$ cat config.mk
export PLATFORM = sky130hd
export DESIGN_NAME = led_subsys_top
export DESIGN_NICKNAME = d
export VERILOG_FILES = /design/src/logic/bus_pkg.sv /design/src/logic/pwm_pkg.sv /design/src/logic/bus_decode.sv /design/src/logic/led_out_stage.sv /design/src/logic/led_subsys_top.sv /design/src/logic/pwm_led.sv
export SDC_FILE = /design/constraint.sdc
export NUM_CORES = 1
export LEC_CHECK = 0
export BUFFER_PORTS_ARGS = -buffer_cell sky130_fd_sc_hd__buf_2
export CORE_ASPECT_RATIO = 1.2
export CORE_MARGIN = 2
export CORE_UTILIZATION = 31
export CTS_CLUSTER_DIAMETER = 150
export DETAILED_ROUTE_END_ITERATION = 6
export SLEW_MARGIN = 20
export SYNTH_ARGS = -nofsm -noshare
export SYNTH_HDL_FRONTEND = slang
export SYNTH_SLANG_ARGS = --single-unit
export TNS_END_PERCENT = 100
$ cat constraint.sdc
create_clock -name CLK -period 1.7 [get_ports CLK]
set_input_delay 0 -clock CLK [delete_from_list [all_inputs] [get_ports CLK]]
set_output_delay 0 -clock CLK [all_outputs]
set_load 0.03 [all_outputs]
$ cat src/logic/bus_pkg.sv
`default_nettype none

package bus_pkg;

	// data bus of the soft CPU.
	localparam int ADDR_BITS = 8;
	localparam int DATA_BITS = 16;

	// register map of the LED peripheral.
	localparam logic [ADDR_BITS-1:0] ADDR_RED   = 'h00;	// red duty.
	localparam logic [ADDR_BITS-1:0] ADDR_GREEN = 'h01;	// green duty.
	localparam logic [ADDR_BITS-1:0] ADDR_BLUE  = 'h02;	// blue duty.
	localparam logic [ADDR_BITS-1:0] ADDR_CTRL  = 'h03;	// enable and invert.

	// any other address reads zero and drops writes.

endpackage

`default_nettype wire

$ cat src/logic/pwm_pkg.sv
`default_nettype none

package pwm_pkg;

	// counter and duty width, one period is 2**PWM_BITS cycles.
	localparam int PWM_BITS = 8;

	// red, green and blue.
	localparam int PWM_CHANNELS = 3;

	// control register bits.
	localparam int CTRL_EN  = 0;	// pins follow the waveforms.
	localparam int CTRL_INV = 1;	// pins are inverted, also when disabled.

endpackage

`default_nettype wire

$ cat src/logic/bus_decode.sv
`timescale 1ns/10ps
`default_nettype none

module bus_decode
	import bus_pkg::*;
	import pwm_pkg::*;
(
	input  logic                 CLK,
	input  logic                 RSTb,
	input  logic [ADDR_BITS-1:0] address,
	input  logic                 wr,
	input  logic [PWM_BITS-1:0]  duty_r,
	input  logic [PWM_BITS-1:0]  duty_g,
	input  logic [PWM_BITS-1:0]  duty_b,
	input  logic [1:0]           ctrl,
	output logic                 wr_red,
	output logic                 wr_green,
	output logic                 wr_blue,
	output logic                 wr_ctrl,
	output logic [DATA_BITS-1:0] data_out
);

	logic [DATA_BITS-1:0] rd_data;
	logic [DATA_BITS-1:0] data_q;

	// write selects follow WR and the address directly.
	always_comb begin
		wr_red   = 1'b0;
		wr_green = 1'b0;
		wr_blue  = 1'b0;
		wr_ctrl  = 1'b0;
		if (wr) begin
			case (address)
				ADDR_RED:   wr_red   = 1'b1;
				ADDR_GREEN: wr_green = 1'b1;
				ADDR_BLUE:  wr_blue  = 1'b1;
				ADDR_CTRL:  wr_ctrl  = 1'b1;
				default:    ;	// unmapped.
			endcase
		end
	end

	// read mux, zero extended to the bus width.
	always_comb begin
		rd_data = '0;
		case (address)
			ADDR_RED:   rd_data[PWM_BITS-1:0] = duty_r;
			ADDR_GREEN: rd_data[PWM_BITS-1:0] = duty_g;
			ADDR_BLUE:  rd_data[PWM_BITS-1:0] = duty_b;
			ADDR_CTRL:  rd_data[1:0]          = ctrl;
			default:    rd_data = '0;
		endcase
	end

	// read data lags the address by one cycle.
	always_ff @(posedge CLK) begin
		if (!RSTb) begin
			data_q <= '0;
		end else begin
			data_q <= rd_data;
		end
	end

	assign data_out = data_q;

endmodule

`default_nettype wire

$ cat src/logic/led_out_stage.sv
`timescale 1ns/10ps
`default_nettype none

module led_out_stage
	import bus_pkg::*;
	import pwm_pkg::*;
(
	input  logic       CLK,
	input  logic       RSTb,
	input  logic [1:0] data_in,
	input  logic       wr_ctrl,
	input  logic       pwm_r,
	input  logic       pwm_g,
	input  logic       pwm_b,
	output logic [1:0] ctrl,
	output logic       r,
	output logic       g,
	output logic       b
);

	logic [1:0]              ctrl_q;
	logic [PWM_CHANNELS-1:0] pwm_in;
	logic [PWM_CHANNELS-1:0] pin_d;
	logic [PWM_CHANNELS-1:0] pin_q;

	always_ff @(posedge CLK) begin
		if (!RSTb) begin
			ctrl_q <= '0;
		end else if (wr_ctrl) begin
			ctrl_q <= data_in;
		end
	end

	assign pwm_in = {pwm_b, pwm_g, pwm_r};

	// disabled pins rest at the invert level.
	always_comb begin
		for (int i = 0; i < PWM_CHANNELS; i++) begin
			if (ctrl_q[CTRL_EN]) begin
				pin_d[i] = pwm_in[i] ^ ctrl_q[CTRL_INV];
			end else begin
				pin_d[i] = ctrl_q[CTRL_INV];
			end
		end
	end

	// plain registered pins in place of the current sink driver.
	always_ff @(posedge CLK) begin
		if (!RSTb) begin
			pin_q <= '0;
		end else begin
			pin_q <= pin_d;
		end
	end

	assign ctrl = ctrl_q;
	assign r = pin_q[0];
	assign g = pin_q[1];
	assign b = pin_q[2];

endmodule

`default_nettype wire

$ cat src/logic/led_subsys_top.sv
`timescale 1ns/10ps
`default_nettype none

module led_subsys_top
	import bus_pkg::*;
(
	input  logic                 CLK,
	input  logic                 RSTb,
	input  logic [ADDR_BITS-1:0] ADDRESS,
	input  logic [DATA_BITS-1:0] DATA_IN,
	input  logic                 WR,
	output logic [DATA_BITS-1:0] DATA_OUT,
	output logic                 r,
	output logic                 g,
	output logic                 b
);

	// write selects from the decoder.
	logic wr_red;
	logic wr_green;
	logic wr_blue;
	logic wr_ctrl;

	// read back paths.
	logic [7:0] duty_r;
	logic [7:0] duty_g;
	logic [7:0] duty_b;
	logic [1:0] ctrl;

	// waveforms into the output stage.
	logic pwm_r;
	logic pwm_g;
	logic pwm_b;

	bus_decode u_decode (
		.CLK      (CLK),
		.RSTb     (RSTb),
		.address  (ADDRESS),
		.wr       (WR),
		.duty_r   (duty_r),
		.duty_g   (duty_g),
		.duty_b   (duty_b),
		.ctrl     (ctrl),
		.wr_red   (wr_red),
		.wr_green (wr_green),
		.wr_blue  (wr_blue),
		.wr_ctrl  (wr_ctrl),
		.data_out (DATA_OUT)
	);

	pwm_led u_pwm (
		.CLK      (CLK),
		.RSTb     (RSTb),
		.data_in  (DATA_IN[7:0]),	// duty keeps the low byte.
		.wr_red   (wr_red),
		.wr_green (wr_green),
		.wr_blue  (wr_blue),
		.duty_r   (duty_r),
		.duty_g   (duty_g),
		.duty_b   (duty_b),
		.pwm_r    (pwm_r),
		.pwm_g    (pwm_g),
		.pwm_b    (pwm_b)
	);

	led_out_stage u_out (
		.CLK     (CLK),
		.RSTb    (RSTb),
		.data_in (DATA_IN[1:0]),	// enable and invert.
		.wr_ctrl (wr_ctrl),
		.pwm_r   (pwm_r),
		.pwm_g   (pwm_g),
		.pwm_b   (pwm_b),
		.ctrl    (ctrl),
		.r       (r),
		.g       (g),
		.b       (b)
	);

endmodule

`default_nettype wire

$ cat src/logic/pwm_led.sv
`timescale 1ns/10ps
`default_nettype none

module pwm_led
	import bus_pkg::*;
	import pwm_pkg::*;
(
	input  logic                CLK,
	input  logic                RSTb,
	input  logic [PWM_BITS-1:0] data_in,
	input  logic                wr_red,
	input  logic                wr_green,
	input  logic                wr_blue,
	output logic [PWM_BITS-1:0] duty_r,
	output logic [PWM_BITS-1:0] duty_g,
	output logic [PWM_BITS-1:0] duty_b,
	output logic                pwm_r,
	output logic                pwm_g,
	output logic                pwm_b
);

	// channel order is red, green, blue.
	logic [PWM_BITS-1:0]     duty [PWM_CHANNELS];
	logic [PWM_CHANNELS-1:0] wr_sel;
	logic [PWM_CHANNELS-1:0] pwm_q;
	logic [PWM_BITS-1:0]     ctr;

	assign wr_sel = {wr_blue, wr_green, wr_red};

	// shared counter with a period of 2**PWM_BITS cycles.
	always_ff @(posedge CLK) begin
		if (!RSTb) begin
			ctr <= '0;
		end else begin
			ctr <= ctr + 1'b1;
		end
	end

	// duty registers.
	always_ff @(posedge CLK) begin
		if (!RSTb) begin
			for (int i = 0; i < PWM_CHANNELS; i++) begin
				duty[i] <= '0;
			end
		end else begin
			for (int i = 0; i < PWM_CHANNELS; i++) begin
				if (wr_sel[i]) begin
					duty[i] <= data_in;
				end
			end
		end
	end

	// high while the counter is below the duty, so duty 0 never goes high.
	always_ff @(posedge CLK) begin
		if (!RSTb) begin
			pwm_q <= '0;
		end else begin
			for (int i = 0; i < PWM_CHANNELS; i++) begin
				pwm_q[i] <= (ctr < duty[i]);
			end
		end
	end

	assign duty_r = duty[0];
	assign duty_g = duty[1];
	assign duty_b = duty[2];

	assign pwm_r = pwm_q[0];
	assign pwm_g = pwm_q[1];
	assign pwm_b = pwm_q[2];

endmodule

`default_nettype wire

==> summary.txt <==
Run status
  – Status: finished clean

Flow run
  – Max-Cap Viols: 0

Power
  – Pwr Density: 833 nW/µm²
  – Sw Share: 22.8%
  – Max VDD drop: 0.324 mV
  – Seq pwr share: 54.2%
  – Comb power frac: 9.9%
  – Static Leak: 1.26 nW
  – NetSw: 538 µW
  – Total power: 2.36 mW
  – Clock power frac: 35.9%
  – Int Power: 1.82 mW

Yosys
  – Synth Area in Simple Gates: 13.0%
  – Synth Instances: 212
  – Largest cells by area after synthesis: edfxtp_1 30%, dfxtp_1 20%, ha_1 12%, inv_1 3.6%, mux2i_1 3.4%
  – Yosys Warn Count: 0
  – Post-synthesis sequential element count: 48
  – Mean Syn Cell Area: 11.2 µm²
  – Largest family of logic cells by synthesized area: simple AND/OR/NAND/NOR gates
  – Mapped Area: 2380 µm²
  – Register area share after synthesis: 50.5%
  – Post-synthesis mux area share: 5.26%
  – Post-synthesis xor/xnor area fraction: 2.21%
  – Share of the synthesized area in the top cell type: 30.3%
  – Synth Area in Compound Gates: 10.1%
  – Yosys cell types: 35
  – Post-synthesis adder-cell area fraction: 11.6%
  – Cell taking the most area after synthesis: edfxtp_1

Detailed routing
  – Post-route ant nets: 0
  – DR vias: 1631
  – DR WL met3: 132 µm
  – # DRC: 0
  – Via density: 4.67
  – Routed WL per cell: 14.3 µm
  – DR top layer: met4
  – 1st-pass router iterations: 4
  – WL final: 4.98 mm
  – Met2 wire len: 2.73 mm
  – Wire length on met1: 2.03 mm
  – Starting DRT DRC Count: 55

Cells and area
  – Diode count: 0
  – Footprint of the multi-input gates: 1050 µm²
  – Design Area, Final: 2840 µm²
  – Commonest non-fill, non-tap cell in the layout: buf_2
  – Fillers: 768
  – Fraction of layout cells with a size suffix above 1: 22.6%
  – Most frequent cells in the layout: 29 x buf_2, 24 x dfxtp_1, 24 x edfxtp_1
  – Fin nets: 305
  – Area delta synth->final: 19.2%
  – Register Area: 1200 µm²

GRT
  – Initial antenna violation count: 0
  – Largest net degree at the start of global routing: 16
  – Gr usage total: 12.2%
  – First-pass GRT wire length: 7.98 mm
  – Global route total overflow: 0
  – Vias in the first global route: 1695

Clock tree
  – Clk_lat worst skew: 300 ps
  – Post-CTS Setup Repair Bufs: 0
  – TritonCTS clock tree: yes
  – Sink Count: 48
  – Clock Path Buffers: 2
  – Clk root buf: clkbuf_8
  – Clk slew on worst S/H paths: 90 ps
  – CTS H-tree depth: 2
  – CTS buffer count: 5

Placed design
  – RD Place Congestion: 0.777
  – IO buf count: 29
  – Post-DP HPWL: 3.69 mm
  – Area post-placement: 2680 µm²

Critical path
  – Crit start category: flop
  – Worst path cell trace: inv_1 -> ha_1 -> a211oi_1 -> o21ai_0 -> a2111oi_0 -> buf_4
  – Max FO, Critical Path: 2
  – Worst Path Required: 1960 ps
  – CP peak stage delay: 410 ps
  – CP Class: reg -> reg
  – CP endpoint kind: flop
  – CP arrival: 1910 ps
  – Crit-path slowest cell: a2111oi_0

Die
  – Die Y-Extent: 100 µm
  – Ports: 46
  – Core area: 7580 µm²
  – Row count: 35
  – Initial core utilization: 31.4%
  – Die Area: 8390 µm²
  – Die width: 84.0 µm

Timing
  – Setup violations, final: 0
  – RSZ-0062 raised after global routing: false
  – Setup TNS: 0 ps
  – Max-slew violation count: 0
  – Period minus WS final: 1650 ps
  – Final Hold Slack: 16.8 ps
  – Fmax: 606 MHz
  – Period Utilization, post-route: 97.1%
  – Total count of hold-check failures in the final report: 0
  – Clock skew: 11.4 ps

Worst hold path
  – Hold crit path type: in -> reg
[cells by family (layout without fill, tap and decap cells)]
family,count (synthesis),in the layout
AOI/OAI and AO/OA,33,33
xor gates and xnor gates,6,6
adders and majority gates,22,22
buffers and inverters,37,75
DFF,48,48
muxes,10,10
other,1,8
and+or+nand+nor,55,55
[area by class of cell]
type | instances | area share (%)
clock buffer | 8 | 4.32
tap | 92 | 4.06
multi-input combinational | 134 | 37.1
timing repair buffer | 43 | 9.00
sequential | 48 | 42.4
inverter | 24 | 3.18
[state kept, by name, indices dropped and copies added (netlist names)]
register and cells:
u_decode.data_out 8, u_pwm.ctr 8, u_out.ctrl 2, u_out.pin_q 3, u_pwm.duty 24, u_pwm.pwm_q 3
[Yosys cell counts, drive strengths merged]
cell     number
nor3          1
o31ai         3
and2          9
or4           2
or3           2
nor2         14
buf           9
o21ai         6
a2111oi       3
mux2i         8
inv          24
ha           22
nor4          1
nand2        11
conb          1
xor2          5
nor3b         3
o211ai        3
nand3         4
a211oi        3
nor4b         1
o2111a        3
edfxtp       24
mux4          2
a2bb2oi       6
a21oi         6
clkbuf        4
nor2b         6
xnor2         1
or3b          1
dfxtp        24
[worst max-delay path, delay by kind of cell (launching register included)]
family / cells / cell delay [ps]
AOI/OAI and AO/OA: 3 / 740
adders and majority gates: 1 / 300
buffers and inverters: 2 / 220
DFF: 1 / 350
[power by group through the flow]
stage | Sequential, mW | Clock (mW) | Combinational (mW)
after floorplan | 1.30 | 0 | 0.162
after global placement | 1.30 | 0 | 0.221
after detailed placement | 1.31 | 0 | 0.223
after CTS | 1.28 | 0.871 | 0.230
after global routing | 1.29 | 0.906 | 0.262
final | 1.28 | 0.848 | 0.234
[worst paths after layout]
| check | startpoint | to | slack [ps] | cells after the start |
|---|---|---|---|---|
| setup reg to reg | u_pwm.duty[0][3]$_DFFE_PP_ | u_pwm.pwm_q[0]$_SDFF_PN0_ | 50 | 6 |
| hold / removal | DATA_IN[7] | u_pwm.duty[0][7]$_DFFE_PP_ | 20 | 2 |
| setup / recovery | u_pwm.duty[0][3]$_DFFE_PP_ | u_pwm.pwm_q[0]$_SDFF_PN0_ | 50 | 6 |
| hold reg to reg | u_out.ctrl[0]$_SDFFE_PN0P_ | u_out.ctrl[0]$_SDFFE_PN0P_ | 520 | 2 |
[layer usage]
metal | global-route usage, % | vias to the layer above
li1 | - | 824
met5 | 0 | -
met3 | 1.81 | 7
met1 | 13.3 | 778
met4 | 4.84 | 0
met2 | 23.5 | 22
[repair_timing]
item / 4_1_cts / 5_1_grt
gates resized for setup: 0 / 5
endpoints found under the hold margin: 2 / 0
hold buffers: 2 / 0
endpoints found under the setup margin: 0 / 2
[metrics by stage]
step                util [%]  instances  setup slack (ps)
floorplan                  -        219               123
global placement        35.3        339              30.9
detailed placement      35.3        339              29.9
CTS                     37.2        349              4.54
global route            37.4        349              12.4
finish                  37.4        349              49.7
(Power assumes the default switching activity.)
